### src/logic/disp_pkg.sv
// display controller shared definitions
package disp_pkg;

    ////////////////////
    // frame buffer geometry
    ////////////////////

    localparam int WORD_BITS     = 32;  // bits per buffer word
    localparam int FB_WORDS      = 384; // words in the buffer
    localparam int FB_ADDR_BITS  = 9;   // word address width
    localparam int WORDS_PER_ROW = 4;   // words across one image row

    // scaling of one bit onto the screen
    localparam int COL_REPEAT    = 2;   // columns per bit
    localparam int LINE_REPEAT   = 4;   // lines per word row

    localparam int IMG_COLS      = 256; // image width
    localparam int IMG_LINES     = 384; // image height

    ////////////////////
    // shared payloads
    ////////////////////

    // one host write, also the buffer write port
    typedef struct packed {
        logic [FB_ADDR_BITS-1:0] addr; // word address
        logic [WORD_BITS-1:0]    data; // full word, no byte lanes
    } fb_write_t;

    // one raster position, timing generator to scanout
    typedef struct packed {
        logic                         h_sync_n; // active low
        logic                         v_sync_n; // active low
        logic                         in_image; // inside the 256x384 window
        logic [$clog2(WORD_BITS)-1:0] bit_sel;  // bit index in the word
        logic [FB_ADDR_BITS-1:0]      fb_addr;  // word to fetch
    } raster_pos_t;

endpackage

### src/logic/host_write_port.sv
// host write port
`timescale 1ns/1ps

module host_write_port (
    input  logic                clk,
    input  logic                nrst,
    input  logic                host_req, // four-phase request
    input  disp_pkg::fb_write_t host_wr,  // held with req
    output logic                host_ack,
    output logic                fb_we,    // one-cycle write strobe
    output disp_pkg::fb_write_t fb_wr
);

    typedef enum logic [1:0] {
        ST_IDLE  = 2'd0, // waiting for req
        ST_WRITE = 2'd1, // payload captured
        ST_WAIT  = 2'd2  // ack high, waiting for req to drop
    } state_t;

    state_t state;
    logic   addr_ok;

    // writes past the end are acked but dropped
    assign addr_ok = (fb_wr.addr < disp_pkg::FB_WORDS);

    ////////////////////
    // handshake FSM
    ////////////////////

    always_ff @(posedge clk or negedge nrst) begin
        if (!nrst) begin
            state    <= ST_IDLE;
            host_ack <= 1'b0;
            fb_we    <= 1'b0;
        end else begin
            fb_we <= 1'b0; // strobe only
            case (state)
                ST_IDLE: begin
                    if (host_req) begin
                        state <= ST_WRITE;
                    end
                end
                ST_WRITE: begin
                    fb_we    <= addr_ok;
                    host_ack <= 1'b1;
                    state    <= ST_WAIT;
                end
                ST_WAIT: begin
                    // a req held high just keeps ack up
                    if (!host_req) begin
                        host_ack <= 1'b0;
                        state    <= ST_IDLE;
                    end
                end
                default: state <= ST_IDLE;
            endcase
        end
    end

    // payload register, taken on the request edge
    always_ff @(posedge clk) begin
        if (state == ST_IDLE && host_req) begin
            fb_wr <= host_wr;
        end
    end

    ////////////////////
    // protocol checks
    ////////////////////

    // host keeps the payload steady until acked
    assert property (@(posedge clk) disable iff (!nrst)
        (host_req && !host_ack) ##1 (host_req && !host_ack) |-> $stable(host_wr))
        else $error("host_wr changed while waiting for ack");

    // write strobe only on the ack edge, so at most one cycle per request
    assert property (@(posedge clk) disable iff (!nrst)
        fb_we |-> $rose(host_ack))
        else $error("fb_we outside the ack edge");

endmodule

### config.mk
export PLATFORM = sky130hd
export DESIGN_NAME = host_write_port
export DESIGN_NICKNAME = d
export VERILOG_FILES = /design/src/logic/disp_pkg.sv /design/src/logic/host_write_port.sv
export SDC_FILE = /design/constraint.sdc
export NUM_CORES = 1
export LEC_CHECK = 0
export BUFFER_PORTS_ARGS = -buffer_cell sky130_fd_sc_hd__buf_2
export CORE_ASPECT_RATIO = 1.5
export CORE_MARGIN = 2
export CORE_UTILIZATION = 35
export CTS_CLUSTER_SIZE = 14
export DETAILED_ROUTE_END_ITERATION = 6
export PLACE_DENSITY = 0.68
export SLEW_MARGIN = 40
export SYNTH_ARGS = -nofsm -noshare
export SYNTH_HDL_FRONTEND = slang
export SYNTH_SLANG_ARGS = --single-unit
### constraint.sdc
create_clock -name clk -period 11.7 [get_ports clk]
set_input_delay 2.34 -clock clk [delete_from_list [all_inputs] [get_ports clk]]
set_output_delay 2.34 -clock clk [all_outputs]
set_load 0.02 [all_outputs]
=== Word level (Yosys, flattened, before mapping) ===
Index checks and enable logic that the tools add are counted.

* Bitwise gates (word level): 0
* Div/mod/pow operators: 0
* Equality and inequality tests: 4
* Order comparisons: 1
* Multiply operators: 0
* Multiplexer cells: 6
* Reduce and logical (&&, ||, !) cells: 5
* Shift operators: 0
* Add/sub/neg operators: 0

{| class="wikitable"
|+ Operator list
! kind !! count
|-
| $lt A9 B9 Y1 const B || 1
|-
| $pmux W2 S3 || 1
|-
| $mux W2 || 2
|-
| $ne A2 B2 Y1 const B || 2
|-
| $reduce_and A2 Y1 || 2
|-
| $eq A2 B1 Y1 const B || 1
|-
| $eq A2 B2 Y1 const B || 1
|-
| $logic_not A2 Y1 || 1
|-
| $mux W1 || 2
|-
| $pmux W1 S2 || 1
|-
| $reduce_bool A2 Y1 || 1
|-
| $logic_and A1 B1 Y1 || 1
|}

* RAM bits: 0
* Bits in latches: 0
* ROM bits: 0
* Memories: 0
* Flip-flop bits (word level): 45
* Bits of input ports: 44
* Word-level logic and storage cells: 21

=== Longest topological paths before layout ===
Gate-level depths: netlist (run 1).

* Word-level depth: 3
* Mapped depth: 2
* Gate-level depth less buffers: 2

=== Worst setup path after synthesis (run 1) ===
No wires, ideal clock.

* Path kind: input to register
* Start: in host_req
* End: reg fb_wr[0] (netlist bit), enable pin
* Buffers on the path: 0
* Slack: 5,855 ps
* Data required time: 11,201 ps
* Stages: 1
* Data arrival time: 5,346 ps
* Cells stage by stage: nor3b_1

* Longest elaborated chain between the ends: 1

{| class="wikitable"
|+ RTL lines
! item !! line !! RTL
|-
| start, declared || host_write_port.sv:7 || <nowiki>input logic host_req,</nowiki>
|-
| $logic_and A1 B1 Y1 || host_write_port.sv:62 || <nowiki>if (state == ST_IDLE && host_req) begin</nowiki>
|-
| end signal, assigned || host_write_port.sv:63 || <nowiki>fb_wr <= host_wr;</nowiki>
|-
| end, declared || host_write_port.sv:11 || <nowiki>output disp_pkg::fb_write_t fb_wr</nowiki>
|}

No other way between the ends.
A chain may end at the register's enable or synchronous reset.

=== Worst setup path in the final report (run 1) ===
* Start: reg host_ack
* End: out host_ack

{| class="wikitable"
|+ RTL lines
! item !! line !! RTL
|-
| start, declared || host_write_port.sv:9 || <nowiki>output logic host_ack,</nowiki>
|-
| start signal, assigned || host_write_port.sv:33 || <nowiki>host_ack <= 1'b0;</nowiki>
|-
| start signal, assigned || host_write_port.sv:45 || <nowiki>host_ack <= 1'b1;</nowiki>
|-
| start signal, assigned || host_write_port.sv:51 || <nowiki>host_ack <= 1'b0;</nowiki>
|}

No word-level cell between the ends.

==> qor.yml, run 1 <==
power_leakage_uw: 0.000859
grt_pass1_wl_mm: 4.34
max_freq_mhz: 310
wl_met3_um: 156
cts_setup_buffers: 0
crit_chain: "buf_2"
rsz0062_at_grt: "false"
cp-end-kind: "primary output"
cts-root-buf: "clkbuf_8"
netlist_area_sq_um: 1400
finalSetupViolCount: 0
hpwlAfterDp_mm: 2.26
path_class: "reg -> out"
synth_top_area_cell: "edfxtp_1"
numCtsBuffers: 5
drive_gt1_share_pct: 64.7
worst_setup_path_start_kind: "flip-flop"
nNetsFinal: 193
layout_common_cells: "buf_2 (86), edfxtp_1 (41), clkbuf_8 (6)"
r2r_end: "fb_wr[27]"
avgSynthCellArea_sq_um: 25.4
synthDistinctLibCells: 10
ys_ff_latch: 45
grt-ovfl-total: 0
h-tree-depth: 2
multi_input_area_sq_um: 72.6
yosys-top-cells-area: "edfxtp_1 (88%), dfrtp_1 (7.2%), nor3b_1 (1.6%), nor2b_4 (0.98%), nand3b_1 (0.54%)"
clock-sinks: 45
hold_violations: 0
cts_hold_buf: 0
core_area_sq_um: 3890
drt-met1-wl_um: 959
rows: 28
grt_usage_pct: 13.3
cts_buffer_depth: 2
top_layer: "met4"
min_path_type: "reg -> reg"
layout_commonest_cell: "buf_2"
r2r_start: "state[0]"
ys_warn_count: 0
vias_per_cell: 4.35
die_h_um: 81.4
tightest_slew_ns: 0.514
wl_met2_mm: 1.73
tritoncts: "built"
worstHoldStart: "fb_wr[40]"
ant_nets: 0
synth_fp_nets: 99
clkTransAtPathRegs_ns: 0.08
cpLargestDelayFamily: "flip-flops"
num_antenna_cells: 0
yosysSeqAreaShare_pct: 95.2
startpoint: "host_ack"
relSlewSlack_pct: 65.7
cp.buffers_inverters: 1
grt_antenna_before_repair: 0
synth_cells: 55
drc: 0
layout.area.seq_sq_um: 1330
hold_path_end: "fb_we"
drtPass1Iterations: 4
yosysTopAreaCellShare_pct: 88.0
fin_tns_setup_ns: 0
min_period_over_period_pct: 27.6
hold_slack_ns: 0.461
wire_per_inst_um: 15.0
cp_max_fo: 3
arrival_ns: 0.89
crit_required_ns: 9.36
crit_slowest_cell: "dfrtp_1"
drt_iter0_drc: 17
dieArea_sq_um: 4530
drv_slew: 0
outcome: "complete, no violations"
drv_cap: 0
dr_total_vias: 849
area_growth_pct: 42.6
grt_pass1_vias: 930
max_stage_delay_ns: 0.41
grt_max_degree: 42
die_width_um: 55.6
fin_crit_ns: 3.23
power_density_nw_per_um2: 216
r2r_cells: 2
vdd_drop_max_v: 0.000115
num_io_pins: 87
fin_skew_ns: 0.00318
initial_utilization_pct: 36.0
rrSetupSlack_ns: 10.21
place_congestion: 0.838
nFillCells: 347
io_buffers: 86
worstHoldPathCells: 1
ctsResizeCount: 0
clock_latency_ns: 0.29
wirelength_mm: 2.93
## layer usage
metal / GRT usage, % / vias to the layer above
li1: - / 400
met1: 12.9 / 406
met2: 23.8 / 37
met3: 4.41 / 6
met4: 9.02 / 0
met5: 0 / -
## state kept, by name, summed over array words and instances, names as in the netlist
signal,cells
fb_we,1
host_ack,1
state,2
fb_wr,41
## Yosys cell counts
library cell / count
nand2b_1: 1
a21oi_1: 1
edfxtp_1: 41
nor2b_4: 1
nand2_1: 1
nand3b_1: 1
nor3_1: 1
nor3b_1: 3
dfrtp_1: 4
nor2_1: 1
## layout make-up
cell class | instances | area share, %
sequential | 45 | 66.8
timing repair buffer | 87 | 22.0
clock buffer | 6 | 4.14
multi-input combinational | 10 | 3.64
tap | 45 | 2.82
clock inverter | 2 | 0.690
## report_power, final
| group | total (uW) | internal, uW | switching (uW) | leakage, uW |
|---|---|---|---|---|
| Clock | 96.5 | 47.8 | 48.7 | 0.0000512 |
| Sequential | 233 | 219 | 14.8 | 0.000437 |
| Combinational | 101 | 32.0 | 69.3 | 0.000371 |
## cells by family after synthesis
kind of cell / Yosys count / share of synthesized area [%]
AOI/OAI and AO/OA: 1 / 0.357
and+or+nand+nor: 9 / 4.47
DFF: 45 / 95.2
## worst max-delay path by stage
stage                      endpoint  slack, ns  cells past startpoint
final                      host_ack       8.47                      1
after global routing       host_ack       8.42                      1
after CTS                  host_ack       8.45                      1
after detailed placement  fb_wr[29]       8.23                      3
after global placement     fb_wr[2]       8.31                      3
after floorplan            fb_wr[0]       5.86                      1
## per-stage QoR
| stage | util, % | instance area, sq um | total power [uW] | setup WS [ns] | cells |
|---|---|---|---|---|---|
| 2_1_floorplan | - | 1400 | 298 | 5.86 | 55 |
| 4_1_cts | 51.3 | 1990 | 437 | 8.45 | 195 |
| 3_3_place_gp | 48.8 | 1900 | 334 | 8.31 | 187 |
| 6_report | 51.3 | 1990 | 431 | 8.47 | 195 |
| 3_5_place_dp | 48.8 | 1900 | 341 | 8.23 | 187 |
| 5_1_grt | 51.3 | 1990 | 453 | 8.42 | 195 |
## worst register-to-register path, cell delays in order (launching register included)
cell and delay (ns):
dfrtp_1 0.45, nor3b_2 0.20, buf_4 0.46
Power figures use the tool's default switching activity.
==> run 2: changes to the inputs <==
Settings changed: ABC_AREA from default to 1.
Clock period 11.7 ns to 3.2 ns, I/O delays scaled along.
==> run 2 against run 1 <==
  * Area after synthesis shrank 0.72%
  * Non-clock buffer count is the same
  * Sequential power grew to 3.6 times the previous value
  * Largest cell class unchanged
==> qor.yml, run 2 <==
synth_xor_area_share_pct: 0
place_ws_ns: 1.21
hold_violations: 0
tightest_slew_ns: 0.467
synth_cells: 59
drt_iter0_drc: 24
ant_nets: 0
cts-root-buf: "clkbuf_8"
rrSetupSlack_ns: 1.52
synthFlopType: "edfxtp_1"
finalSetupViolCount: 0
rows: 28
hold_slack_ns: 0.150
io_buffers: 86
grt_antenna_before_repair: 0
drv_cap: 0
clkTransAtPathRegs_ns: 0.07
crit_required_ns: 3.16
initial_utilization_pct: 35.7
r2r_start: "state[0]"
dr_total_vias: 862
fin_skew_ns: 0.00610
power_density_nw_per_um2: 770
grt-ovfl-total: 0
die_width_um: 55.4
ys_warn_count: 0
fin_tns_setup_ns: 0
path_class: "reg -> reg"
synthDistinctLibCells: 9
drt-met1-wl_um: 834
cp_max_fo: 24
arrival_ns: 1.64
ys_ff_latch: 45
yosys.area_share.adder_pct: 0
drc: 0
wl_met2_mm: 1.51
power.total_uw: 1520
num_io_pins: 87
die_h_um: 81.2
synth_fp_nets: 103
num_antenna_cells: 0
yosys-top-cells-area: "edfxtp_1 (89%), dfrtp_1 (7.2%), nand2_1 (1.1%), inv_1 (0.81%), nor2_1 (0.81%)"
ctsResizeCount: 0
regMostFlops: "fb_wr"
wire_per_inst_um: 13.2
setup_ws_ns: 1.52
avgSynthCellArea_sq_um: 23.5
synth_compound_area_share_pct: 0.721
finish.utilization_pct: 50.7
drtPass1Iterations: 4
h-tree-depth: 2
min_path_type: "in -> async"
yosys.area_share.simple_pct: 2.34
largest_reg_flops: 41
vias_per_cell: 4.33
clock_latency_ns: 0.28
tritoncts: "built"
synth_top_family_by_area: "simple AND/OR/NAND/NOR gates"
fin_crit_ns: 1.68
nFillCells: 357
nNetsFinal: 197
drv_slew: 0
rsz0062_at_grt: "false"
grt_usage_pct: 11.2
dieArea_sq_um: 4500
grt_pass1_wl_mm: 3.67
max_freq_mhz: 595
worst_setup_path_start_kind: "flip-flop"
cts_setup_buffers: 0
synth_top_area_cell: "edfxtp_1"
core_area_sq_um: 3890
layout_commonest_cell: "buf_2"
yosysSeqAreaShare_pct: 95.9
outcome: "complete, no violations"
top_layer: "met4"
muxShareOfSynthArea_pct: 0
drive_gt1_share_pct: 62.3
numCtsBuffers: 5
power_leakage_uw: 0.000863
vdd_drop_max_v: 0.000424
synth_top_cells_by_count: "edfxtp_1 (41), dfrtp_1 (4), nand2_1 (4)"
cp-end-kind: "flip-flop"
cts_hold_buf: 0
clock-sinks: 45
place_congestion: 0.801
synthArstFlopShare_pct: 8.89
synth_edf_count: 41
relSlewSlack_pct: 68.8
r2r_cells: 4
grt_max_degree: 25
min_period_over_period_pct: 52.6
yosysTopAreaCellShare_pct: 88.6
layout_common_cells: "buf_2 (86), edfxtp_1 (41), clkbuf_8 (5)"
netlist_area_sq_um: 1390
grt_pass1_vias: 836
wl_met3_um: 214
cts_buffer_depth: 2
r2r_end: "fb_wr[9]"
wirelength_mm: 2.62
area_growth_pct: 42.0
largest_registers: "fb_wr: 41 flops, state: 2 flops"
synth_most_common_cell: "edfxtp_1"
hpwlAfterDp_mm: 2.07
==> run 2: changes by cell type after synthesis, moves of 2 or more <==
cell	delta
nor2_1	+2
nand2_1	+3
inv_1	+3
nor3b_1	-3
==> run 2: worst max-delay path, stage by stage (launching register included) <==
cell,delay [ns]
dfrtp_1,0.40
inv_1,0.06
nand2_1,0.10
nor2_4,0.39
buf_4,0.39
==> run 2: metrics by stage <==
| stage | std cells | instance area, sq um |
|---|---|---|
| after detailed placement | 191 | 1890 |
| after CTS | 199 | 1970 |
| final | 199 | 1970 |
| after floorplan | 59 | 1390 |
| after global routing | 199 | 1970 |
| after global placement | 191 | 1890 |
==> run 2: layout make-up <==
class	count	area [sq um]	share of cell area (%)
Inverter	4	15.0	0.761
Clock inverter	1	5.00	0.254
Multi-Input combinational cell	10	50.0	2.54
Sequential cell	45	1330	67.5
Tap cell	45	56.3	2.86
Timing Repair Buffer	87	438	22.2
Clock buffer	7	76.3	3.87
==> run 2: layer usage <==
layer / vias to the layer above / global-route usage (%)
li1: 406 / -
met1: 407 / 10.4
met2: 43 / 19.0
met3: 6 / 5.41
met4: 0 / 8.29
met5: - / 0
==> run 2: cell families (layout without fill, tap and decap cells) <==
kind of cell	Yosys count	count (layout)
flip-flops	45	45
AND/OR/NAND/NOR	8	8
AO/OA/AOI/OAI	2	2
buffers and inverters	4	99
==> run 2: where the power goes <==
| part | internal [uW] | total, uW | switching, uW | leakage [uW] |
|---|---|---|---|---|
| clock network | 153 | 311 | 158 | 0.0000422 |
| registers | 798 | 839 | 40.6 | 0.000436 |
| logic | 108 | 368 | 260 | 0.000385 |
==> run 2: worst max-delay path by stage <==
stage	start	endpoint	slack [ns]	cells past startpoint
after detailed placement	host_req	fb_wr[37]	1.21	4
after floorplan	host_req	fb_wr[0]	0.32	2
after global placement	host_req	fb_wr[16]	1.26	4
after global routing	state[0]	fb_wr[18]	1.37	4
final	state[0]	fb_wr[9]	1.52	4
after CTS	state[0]	fb_wr[12]	1.49	4
