## src/logic/disp_pkg.sv

```systemverilog
// display controller shared definitions
package disp_pkg;

    ////////////////////
    // frame buffer geometry
    ////////////////////

    localparam int WORD_BITS     = 32;  // bits per buffer word
    localparam int FB_WORDS      = 384; // words in the buffer
    localparam int FB_ADDR_BITS  = 9;   // word address width
    localparam int WORDS_PER_ROW = 4;   // words across one image row

    // scaling of one bit onto the screen
    localparam int COL_REPEAT    = 2;   // columns per bit
    localparam int LINE_REPEAT   = 4;   // lines per word row

    localparam int IMG_COLS      = 256; // image width
    localparam int IMG_LINES     = 384; // image height

    ////////////////////
    // shared payloads
    ////////////////////

    // one host write, also the buffer write port
    typedef struct packed {
        logic [FB_ADDR_BITS-1:0] addr; // word address
        logic [WORD_BITS-1:0]    data; // full word, no byte lanes
    } fb_write_t;

    // one raster position, timing generator to scanout
    typedef struct packed {
        logic                         h_sync_n; // active low
        logic                         v_sync_n; // active low
        logic                         in_image; // inside the 256x384 window
        logic [$clog2(WORD_BITS)-1:0] bit_sel;  // bit index in the word
        logic [FB_ADDR_BITS-1:0]      fb_addr;  // word to fetch
    } raster_pos_t;

endpackage

```

## src/logic/pixel_scanout.sv

```systemverilog
// pixel scanout stage
`timescale 1ns/1ps

module pixel_scanout (
    input  logic                           clk,
    input  logic                           nrst,
    input  disp_pkg::raster_pos_t          pos,
    input  logic [disp_pkg::WORD_BITS-1:0] rd_data, // lags pos by one cycle
    output logic                           h_sync_n,
    output logic                           v_sync_n,
    output logic                           pixel
);

    localparam int SW = $clog2(disp_pkg::WORD_BITS);

    logic          h_sync_q;   // stage 1, lined up with rd_data
    logic          v_sync_q;
    logic          in_image_q;
    logic [SW-1:0] bit_sel_q;

    ////////////////////
    // align with read data
    ////////////////////

    always_ff @(posedge clk or negedge nrst) begin
        if (!nrst) begin
            h_sync_q   <= 1'b1; // idle high
            v_sync_q   <= 1'b1;
            in_image_q <= 1'b0;
        end else begin
            h_sync_q   <= pos.h_sync_n;
            v_sync_q   <= pos.v_sync_n;
            in_image_q <= pos.in_image;
        end
    end

    always_ff @(posedge clk) begin
        bit_sel_q <= pos.bit_sel;
    end

    ////////////////////
    // output registers
    ////////////////////

    always_ff @(posedge clk or negedge nrst) begin
        if (!nrst) begin
            h_sync_n <= 1'b1;
            v_sync_n <= 1'b1;
            pixel    <= 1'b0;
        end else begin
            h_sync_n <= h_sync_q;
            v_sync_n <= v_sync_q;
            pixel    <= in_image_q & rd_data[bit_sel_q]; // blank outside image
        end
    end

endmodule

```

## config.mk

```make
export PLATFORM = sky130hd
export DESIGN_NAME = pixel_scanout
export DESIGN_NICKNAME = d
export VERILOG_FILES = /design/src/logic/disp_pkg.sv /design/src/logic/pixel_scanout.sv
export SDC_FILE = /design/constraint.sdc
export NUM_CORES = 1
export LEC_CHECK = 0
export ABC_AREA = 0
export BUFFER_PORTS_ARGS = -buffer_cell sky130_fd_sc_hd__buf_2
export CORE_AREA = 2 2 41 50
export DETAILED_ROUTE_END_ITERATION = 10
export DIE_AREA = 0 0 43 52
export PLACE_DENSITY = 0.73
export SLEW_MARGIN = 30
export SYNTH_ARGS = -nofsm -noshare
export SYNTH_HDL_FRONTEND = slang
export SYNTH_SLANG_ARGS = --single-unit
```

## constraint.sdc

```tcl
create_clock -name clk -period 1.9 [get_ports clk]
set_clock_uncertainty 0.1 [all_clocks]
set_input_delay 0.475 -clock clk [delete_from_list [all_inputs] [get_ports clk]]
set_output_delay 0.475 -clock clk [all_outputs]
set_load 0.02 [all_outputs]
```

-- After elaboration in Yosys (flattened, before gate mapping)
Index checks and enable logic that the tools add are counted.
- register bits after elaboration: 11
- output and inout port bits: 3
- magnitude comparators: 1
- mux-type cells: 2
- bitwise gates (word level): 1
- operators by type and width (kind ; count):
    5-bit by 6-bit less-than comparator with 1-bit output (second input constant) ; 1
    1-bit binary-select mux with 5-bit select ; 1
    1-bit bitwise AND ; 1
    1-bit 2-to-1 mux ; 1

-- Longest topological paths before layout
Gate-level depths: netlist of the first run.
- depth after elaboration: 3
- gate-level depth with buffers: 5
- gate-level depth less buffers: 4

-- Worst setup path before layout of the first run
Ideal clock, no wire load.
- path type: register to register
- start: register bit_sel_q[0]
- end: register pixel
- arrival: 1460 ps
- required time: 1665 ps
- setup slack: 205 ps
- cell stages (with the launch flop): 6
- path buffers: 1
- period minus slack after synthesis: 1695 ps
- cell sequence: dfxtp_1 -> buf_6 -> mux4_2 -> and2_4 -> a2111oi_4 -> a311oi_1
- longest elaborated chain between the ends: 3
- ends and longest elaborated chain (element ; RTL line ; text):
    start, declared ; pixel_scanout.sv:19 ; logic [SW-1:0] bit_sel_q;
    start signal, assigned ; pixel_scanout.sv:38 ; bit_sel_q <= pos.bit_sel;
    1-bit binary-select mux with 5-bit select ; pixel_scanout.sv:53 ; pixel <= in_image_q & rd_data[bit_sel_q];
    1-bit 2-to-1 mux (not written as such) ; pixel_scanout.sv:53 ;
    1-bit bitwise AND ; pixel_scanout.sv:53 ;
    end signal, assigned ; pixel_scanout.sv:53 ;
    end, declared ; pixel_scanout.sv:11 ; output logic pixel
No other way between the ends. The select of a mux whose other input is x is not followed.

-- Worst setup path after layout of the first run
Ends and elaborated chain as after synthesis.

==> results of run 1 <==
==> registers in the layout, indices dropped and copies added (netlist names) <==
register,count
h_sync_q,1
h_sync_n,1
v_sync_q,1
pixel,1
v_sync_n,1
bit_sel_q,5
in_image_q,1
==> worst max path at each step <==
| stage | cells past startpoint | slack (ns) | endpoint |
|---|---|---|---|
| 4_1_cts | 5 | 0.11 | pixel |
| 2_1_floorplan | 5 | 0.20 | pixel |
| 5_1_grt | 5 | 0.05 | pixel |
| 3_3_place_gp | 5 | 0.06 | pixel |
| 6_report | 5 | 0.12 | pixel |
| 3_5_place_dp | 5 | 0.06 | pixel |
==> logic make-up (layout without fill, tap and decap cells) <==
logic type      count (synthesis)  in the layout  synth area share
mux                            11             11             0.387
compound gates                  5              5            0.0957
buf+inv                         3             52            0.0326
flops                          11             11             0.443
simple gates                    4              4            0.0413
==> stage by stage <==
stage / total power [mW] / std cells / setup slack, ns
after floorplan: 0.320 / 34 / 0.205
after global placement: 0.369 / 97 / 0.0608
after detailed placement: 0.374 / 97 / 0.0575
after CTS: 0.527 / 102 / 0.106
after global routing: 0.554 / 102 / 0.0524
final: 0.517 / 102 / 0.125
==> power breakdown <==
group / switching (mW) / internal, mW / total, mW
registers: 0.0103 / 0.249 / 0.259
logic: 0.0387 / 0.0725 / 0.111
clock network: 0.0650 / 0.0808 / 0.146
total: 0.114 / 0.402 / 0.517
==> timing repair <==
action | 4_1_cts | 5_1_grt
setup endpoints to repair | 0 | 0
gates resized for setup | 0 | 0
hold buffers | 1 | 0
hold endpoints to repair | 2 | 0
==> final cells by class <==
cell class                 instances  area, µm²
tap                               19       23.8
clock buffer                       4       26.3
sequential                        11        255
inverter                           1       3.75
timing repair buffer              47        245
multi-input combinational         20        302
fill                             194        931
==> layout by cell type, fill, tap and decap left out <==
cell	synthesis	layout
nand2_1	1	1
a31oi_1	1	1
mux4_1	6	6
mux4_2	1	1
a311oi_1	1	1
buf_2	0	44
and2_4	1	1
clkbuf_4	0	3
mux2_2	2	2
dfxtp_1	5	5
a2111oi_4	1	1
dfrtp_1	2	2
dlygate4sd3_1	0	1
dfstp_2	4	4
inv_1	1	1
buf_4	0	2
mux2i_1	2	2
o21ai_0	1	1
nand2b_1	1	1
clkbuf_1	1	1
o211ai_1	1	1
nand3_1	1	1
==> worst reg2reg max path: cells and delay by family, from the launching register on <==
kind            cells  cell delay [ns]
flops               1             0.33
compound gates      2             0.22
buf+inv             1             0.16
mux                 2             0.83
==> metal layers <==
| metal | GRT usage | share of wire | vias up |
|---|---|---|---|
| met4 | 0.0758 | 0.0073 | 0 |
| met1 | 0.118 | 0.31 | 238 |
| met3 | 0.0382 | 0.086 | 2 |
| met2 | 0.283 | 0.59 | 30 |
| li1 | - | - | 241 |
| met5 | 0 | 0 | - |
==> key figures, run 1 <==
Global routing
  – Largest net degree at the start of global routing: 9
  – Antenna violations before repair: 0
  – Vias in the first global route: 524
  – GRT Resource Usage Total: 0.140
  – Global-route wire length before repair: 2190 µm
  – Grt total ovfl: 0

Setup path
  – Critical path arrival: 1.80 ns
  – Critical Path End Type: register
  – Crit path max-delay family: multiplexers
  – Peak per-stage delay on the critical path: 0.55 ns
  – Start point of the critical path: bit_sel_q[0]
  – Critical path cell sequence: buf_4 > mux4_1 > mux2_2 > o21ai_0 > a311oi_1
  – CP bufs+invs: 1
  – CP Launch Type: register
  – Worst path slowest cell: mux4_1
  – Reg2reg path depth: 5
  – Register-to-register setup slack: 0.12 ns
  – Worst r2r src: bit_sel_q[0]
  – Largest fanout on the critical path: 5
  – Worst endpoint required time: 1.93 ns
  – Reg-to-reg critical path endpoint: pixel
  – Worst Setup Path Type: reg2reg

Timing
  – Unrepaired setup endpoints after global routing: no
  – Max_slew headroom: 0.792
  – Worst slew pin tran: 0.311 ns
  – Hold Slack: 0.219 ns
  – Hold Violations, Final: 0
  – Final-report max-slew violation count: 0
  – Final critical-path share of the clock period: 0.934
  – Setup TNS: 0 ns
  – Setup violators final: 0
  – Crit path time final: 1.78 ns
  – F_max: 563 MHz

Hold path
  – Min-delay worst type: in2reg
  – HP Start: pos[16]
  – Hold depth: 1
  – Hold worst-path end: h_sync_q

Route
  – Initial detailed-routing violation count: 3
  – Via count: 511
  – DRC: 0
  – Routed Antenna Nets: 0
  – Drt pass-1 iters: 4
  – WL per Instance: 13.4 µm
  – Detailed Route WL: 1360 µm
  – Vias per inst: 5.01

Floorplanning
  – Row Count: 17
  – Die X: 43 µm
  – Die Ht: 52 µm
  – Core area: 0.00179 mm²
  – Die area: 0.00224 mm²
  – Initial Utilization: 0.322
  – Ports: 54

Finish
  – Share of layout cells above drive strength 1: 0.699
  – Final instance area: 856 µm²
  – Fin util: 0.479
  – Nets: 135
  – Antenna diodes: 0
  – Area grow syn2layout: 48.7%

Synthesis
  – Synth Instances: 34
  – Share of the synthesized area in the top cell type: 0.274
  – Synthesized area: 576 µm²
  – Synth area leaders: mux4_1, dfstp_2, dfxtp_1
  – Post-synth cell types: 19
  – Synth area leader: mux4_1
  – Synth Register Bits: 11
  – Most used DFF post-synth: dfxtp_1
  – Most frequent cells after synthesis: mux4_1, dfxtp_1, dfstp_2
  – Top-count cell post-synth: mux4_1
  – EDFF count, synth: 0
  – Seq/Total Area, Yosys: 0.443
  – Syn avg cell area: 16.9 µm²
  – Asr flop ratio synth: 0.545
  – Synth Net Count: 85
  – Synth Warn #: 0

Flow run
  – Max Cap Violations: 0

Placement
  – PortBufs: 44
  – RD Place Congestion: 0.643
  – DP Wirelength: 1110 µm
  – Placed inst area: 820 µm²

CTS
  – CTS buffer count: 3
  – Clock latency on the worst-skew pair: 0.25 ns
  – Clock Path Buffers: 2
  – CTS tree: done
  – CTS sink cnt: 11
  – Root buffer cell: clkbuf_4
  – H-tree Lvls: 1
  – Reg clk slew, reported paths: 0.06 ns
  – Postcts setup bufs: 0

Power and ir drop
  – VDD IR max: 324 µV
  – PD cells: 604 mW/mm²
  – Static Leak: 0.423 nW

Status
  – Status: finished clean
Note: power is estimated with default switching activity, not from simulation.
==> run 2, diff against run 1 <==
Settings changed: ABC_AREA 0 to 1, CORE_AREA 2 2 41 50 to 2 2 45 47, DIE_AREA 0 0 43 52 to 0 0 47 49, PLACE_DENSITY 0.73 to 0.75.
==> run 2 against run 1 <==
  * Critical path depth fell by 4
  * Combinational power increased by 12%
  * Maximum frequency rose by 19%
  * Synthesized area rose by 11%
  * First-iteration DRC count rose to 4.3 times the previous value
  * Register-to-register slack better by 0.41 ns
  * Count of clock-buffer cells in the layout stayed put
  * Utilization is 0.47 points higher
  * Final cell count increased by 60%
  * Largest power group unchanged
==> key figures, run 2 <==
Flow run
  – Max Cap Violations: 0

Power and ir drop
  – PD cells: 588 mW/mm²
  – Static Leak: 0.499 nW
  – Internal Pwr Total: 0.393 mW
  – VDD IR max: 386 µV
  – Power share of the clock group: 0.275
  – Switching power: 0.131 mW
  – Power after layout: 0.524 mW
  – Sw Share: 0.250
  – Flop pwr share: 0.489
  – Logic pwr share: 0.236

Setup path
  – Critical path cell sequence: buf_2
  – CP bufs+invs: 1
  – Peak per-stage delay on the critical path: 0.51 ns
  – Worst Setup Path Type: reg2out
  – Worst path slowest cell: dfstp_2
  – Crit path max-delay family: flip-flops
  – CP Launch Type: register
  – Worst endpoint required time: 1.32 ns
  – Critical path arrival: 0.91 ns
  – Critical Path End Type: output pin
  – Largest fanout on the critical path: 1
  – Register-to-register setup slack: 0.53 ns

Finish
  – Share of layout cells above drive strength 1: 0.412
  – Antenna diodes: 0
  – Area grow syn2layout: 39.6%
  – Layout fillers: 205
  – Nets: 188
  – Top reg by flops: bit_sel_q
  – Register area: 255 µm²
  – Multi-input gate area: 298 µm²
  – Max reg flops: 5
  – Most frequent cells in the layout: buf_2, nand2_1, nand3_1
  – Most common cell after layout, fill and taps aside: buf_2

CTS
  – H-tree Lvls: 1
  – CTS buffer count: 3
  – CTS sink cnt: 11
  – CTS tree: done
  – Reg clk slew, reported paths: 0.06 ns
  – Cts hold-fix bufs: 1
  – Post-cts resize count: 0
  – Clock Path Buffers: 2
  – Clock latency on the worst-skew pair: 0.25 ns
  – Root buffer cell: clkbuf_4
  – Postcts setup bufs: 0

Route
  – Via count: 714
  – Vias per inst: 4.38
  – Drt pass-1 iters: 4
  – WL per Instance: 8.77 µm
  – Initial detailed-routing violation count: 13
  – Routed Antenna Nets: 0
  – Detailed Route WL: 1430 µm
  – DRC: 0

Placement
  – Pre-CTS setup slack: 0.541 ns
  – DP Wirelength: 1160 µm
  – PortBufs: 44
  – RD Place Congestion: 0.738

Synthesis
  – XOR/XNOR share of the synthesized area: 0
  – Synth Instances: 90
  – Synth Net Count: 141
  – Share of the synthesized area in the top cell type: 0.229
  – Adder-Cell Fraction of Synth Area: 0
  – Most frequent cells after synthesis: nand2_1, nand3_1, nor2_1, dfxtp_1, dfstp_2
  – Synth Register Bits: 11
  – Syn avg cell area: 7.09 µm²
  – Top-count cell post-synth: nand2_1
  – Synthesized area: 638 µm²
  – Asr flop ratio synth: 0.545
  – Simple-Gate Fraction of Synth Area: 0.443
  – Synth area leader: nand2_1
  – Largest family of logic cells by synthesized area: simple AND/OR/NAND/NOR gates
  – Area fraction in compound gates after synthesis: 0.0235
  – Post-synth cell types: 15
  – EDFF count, synth: 0
  – Synth Warn #: 0
  – Most used DFF post-synth: dfxtp_1
  – Seq/Total Area, Yosys: 0.400
  – Mux contribution to synthesized area: 0
  – Synth area leaders: nand2_1, dfstp_2, dfxtp_1

Floorplanning
  – Core area: 0.00184 mm²
  – Ports: 54
  – Initial Utilization: 0.346
  – Die area: 0.00230 mm²
  – Die Ht: 49 µm
  – Die X: 47 µm
  – Row Count: 16

Timing
  – Hold Violations, Final: 0
  – F_max: 672 MHz
  – Worst slew pin tran: 0.327 ns
  – Setup violators final: 0
  – Max_slew headroom: 0.782
  – Final-report max-slew violation count: 0
  – Crit path time final: 1.49 ns
  – Worst setup margin: 0.411 ns
  – Unrepaired setup endpoints after global routing: no
  – Final critical-path share of the clock period: 0.783
  – Setup TNS: 0 ns
  – Hold Slack: 0.214 ns

Global routing
  – Global-route wire length before repair: 2440 µm
  – Largest net degree at the start of global routing: 18
  – Antenna violations before repair: 0
  – Vias in the first global route: 668
  – GRT Resource Usage Total: 0.139
  – Grt total ovfl: 0

Hold path
  – Min-delay worst type: in2reg

Status
  – Status: finished clean
## run 2: power by group through the flow
stage,clock (mW),sequential [mW],combinational [mW]
6_report,0.144,0.256,0.124
5_1_grt,0.171,0.257,0.140
4_1_cts,0.152,0.256,0.125
3_5_place_dp,0,0.261,0.123
3_3_place_gp,0,0.260,0.121
2_1_floorplan,0,0.263,0.0711
## run 2: per-layer routing
layer  GRT usage  vias to the layer above  share of wire
met5           0                        -              0
met4      0.0602                        0              0
met3      0.0222                        0          0.054
met2       0.242                       23           0.52
met1       0.160                      313           0.43
li1            -                      378              -
## run 2: kinds of logic after synthesis
kind of cell,after synthesis
simple gates,67
compound gates,3
flops,11
buf+inv,9
## run 2: final cells by class
cell class	count	area share
clock buffers	4	0.0295
multi-input cells	70	0.334
inverters	5	0.0449
well taps	27	0.0379
flip-flops and latches	11	0.287
repair buffers	46	0.267
## run 2: final timing paths
| check | startpoint | endpoint | cells after the start |
|---|---|---|---|
| worst min register to register | v_sync_q | v_sync_n | 0 |
| max in group asynchronous | nrst | h_sync_q | 2 |
| min in group asynchronous | nrst | in_image_q | 2 |
| worst max-delay path | h_sync_n | h_sync_n | 1 |
| worst min-delay path | pos[16] | h_sync_q | 1 |
| worst max register to register | bit_sel_q[1] | pixel | 8 |
## run 2: metrics by stage
step / instance area [µm²] / utilization / cells
2_1_floorplan: 638 / - / 90
3_3_place_gp: 855 / 0.464 / 158
3_5_place_dp: 855 / 0.464 / 158
4_1_cts: 891 / 0.484 / 163
5_1_grt: 891 / 0.484 / 163
6_report: 891 / 0.484 / 163
==> run 3, diff against run 2 <==
Settings changed: CORE_AREA 2 2 45 47 to 2 2 47 49, DIE_AREA 0 0 47 49 to 0 0 49 51, PLACE_DENSITY 0.75 to 0.72.
Clock period 1.9 ns to 1.2 ns, I/O delays scaled along.
==> run 3 against run 2 <==
  * The flow now finishes with violations (setup timing)
  * Via count increased by 4.8%
  * Wire length increased by 14%
  * Critical path depth increased by 9
  * Sequential power increased by 58%
  * Critical path type is now reg2reg
  * Largest power group unchanged
==> key figures, run 3 (synthesis gave the netlist of run 2 again) <==
Power and ir drop
  – Internal Pwr Total: 0.666 mW
  – Static Leak: 0.574 nW
  – Sw Share: 0.261
  – Power share of the clock group: 0.249
  – VDD IR max: 718 µV
  – PD cells: 832 mW/mm²
  – Power after layout: 0.900 mW
  – Logic pwr share: 0.302
  – Flop pwr share: 0.449
  – Switching power: 0.235 mW

Placement
  – Cells after DPL: 162
  – PortBufs: 44
  – RD Place Congestion: 0.772
  – Placed inst area: 908 µm²

Finish
  – Max reg flops: 5
  – Most frequent cells in the layout: buf_2, nand2_1, nand3_1
  – Antenna diodes: 0
  – Fin util: 0.525
  – Most common cell after layout, fill and taps aside: buf_2
  – Layout Cells excl Fill: 170
  – Final instance area: 0.00108 mm²
  – Area grow syn2layout: 69.6%
  – Nets: 194
  – Share of layout cells above drive strength 1: 0.577
  – Top reg by flops: bit_sel_q

Setup path
  – Worst endpoint required time: 1.24 ns
  – Worst path slowest cell: dfxtp_4
  – Peak per-stage delay on the critical path: 0.36 ns
  – Worst Setup Path Type: reg2reg
  – CP dominant cell by count: nand2_2
  – Critical path arrival: 1.37 ns
  – Reg2reg path depth: 10
  – CP Launch Type: register
  – Critical Path End Type: register
  – Critical path cell sequence: buf_12 > buf_12 > nand2_2 > nand3_1 > nand3_1 > nand2_2 > nand2_2 > nand3_2 > nand2_1 > nor2_1
  – Largest fanout on the critical path: 6

Timing
  – Setup violators final: 3
  – Max_slew headroom: 0.878
  – Worst slew pin tran: 0.182 ns
  – F_max: 755 MHz
  – Crit path time final: 1.32 ns
  – Hold Slack: 0.0441 ns
  – Final critical-path share of the clock period: 1.10
  – Final-report max-slew violation count: 0
  – Hold Violations, Final: 0
  – Unrepaired setup endpoints after global routing: yes
  – Worst setup margin: -0.124 ns

Floorplanning
  – Die Ht: 51 µm
  – Die X: 49 µm
  – Ports: 54
  – Core area: 0.00206 mm²
  – Initial Utilization: 0.309
  – Row Count: 17
  – Die area: 0.00250 mm²

CTS
  – Reg clk slew, reported paths: 0.06 ns
  – CTS sink cnt: 11
  – Root buffer cell: clkbuf_4
  – Clock Path Buffers: 2
  – CTS tree: done
  – CTS buffer count: 3
  – Clock latency on the worst-skew pair: 0.25 ns
  – H-tree Lvls: 1

Route
  – Vias per inst: 4.40
  – Drt pass-1 iters: 4
  – Initial detailed-routing violation count: 3
  – Via count: 748
  – Routed Antenna Nets: 0
  – DRC: 0
  – Detailed Route WL: 1620 µm
  – WL per Instance: 9.55 µm

Global routing
  – Largest net degree at the start of global routing: 11
  – Grt total ovfl: 0
  – GRT Resource Usage Total: 0.134
  – Global-route wire length before repair: 2690 µm
  – Antenna violations before repair: 0
  – Vias in the first global route: 676

Status
  – Status: finished, violations left
  – Violated checks: setup timing

Hold path
  – Hold depth: 1
  – Min-delay worst type: in2reg

Flow run
  – Max Cap Violations: 0
[run 3: changes by cell type in the layout (fill, tap and decap cells not counted), sizes merged]
cell  change
buf       +5
inv       +1
[run 3: path summary, 6_finish.rpt]
path,from,slack [ns],to
setup / recovery,bit_sel_q[0],-0.12,pixel
hold / removal,pos[15],0.04,v_sync_q
setup reg to reg,bit_sel_q[0],-0.12,pixel
hold reg to reg,v_sync_q,0.26,v_sync_n
max in group asynchronous,nrst,0.48,v_sync_n
min in group asynchronous,nrst,0.30,pixel
[run 3: per-stage QoR]
| stage | setup TNS [ns] | worst slack, ns |
|---|---|---|
| 4_1_cts | -0.240 | -0.0873 |
| 3_3_place_gp | -0.0737 | -0.0737 |
| 6_report | -0.285 | -0.124 |
| 5_1_grt | -0.436 | -0.211 |
| 3_5_place_dp | -0.0834 | -0.0834 |
| 2_1_floorplan | -0.0197 | -0.0197 |
[run 3: layout make-up]
cell class	instances	area [µm²]
multi-input combinational	70	368
inverter	5	45.0
timing repair inverter	1	11.3
timing repair buffer	51	338
fill	219	981
sequential	11	259
clock buffer	4	26.3
tap	28	35.0
[run 3: power groups by stage]
stage               registers (mW)  clock network, mW  logic (mW)
floorplan                    0.417                  0       0.114
global placement             0.411                  0       0.215
detailed placement           0.411                  0       0.220
CTS                          0.403              0.230       0.237
global route                 0.406              0.264       0.302
finish                       0.404              0.224       0.272
[run 3: repair_timing]
item	in CTS	in global routing
setup buffers	0	2
endpoints found under the setup margin	3	3
endpoints found under the hold margin	6	0
gates resized for setup	10	17
pin swaps	3	25
cloned	1	0
hold buffers	1	0
[run 3: layer usage]
layer	vias to the layer above	GRT usage	wire length [µm]
met3	0	0.0263	87
li1	395	-	-
met1	325	0.174	735
met5	-	0	0
met2	28	0.231	802
met4	0	0.0286	0
[run 3: critical path: cells and delay by family (launching register included)]
kind | cells | cell delay, ns
flops | 1 | 0.36
buf+inv | 2 | 0.28
simple gates | 8 | 0.47
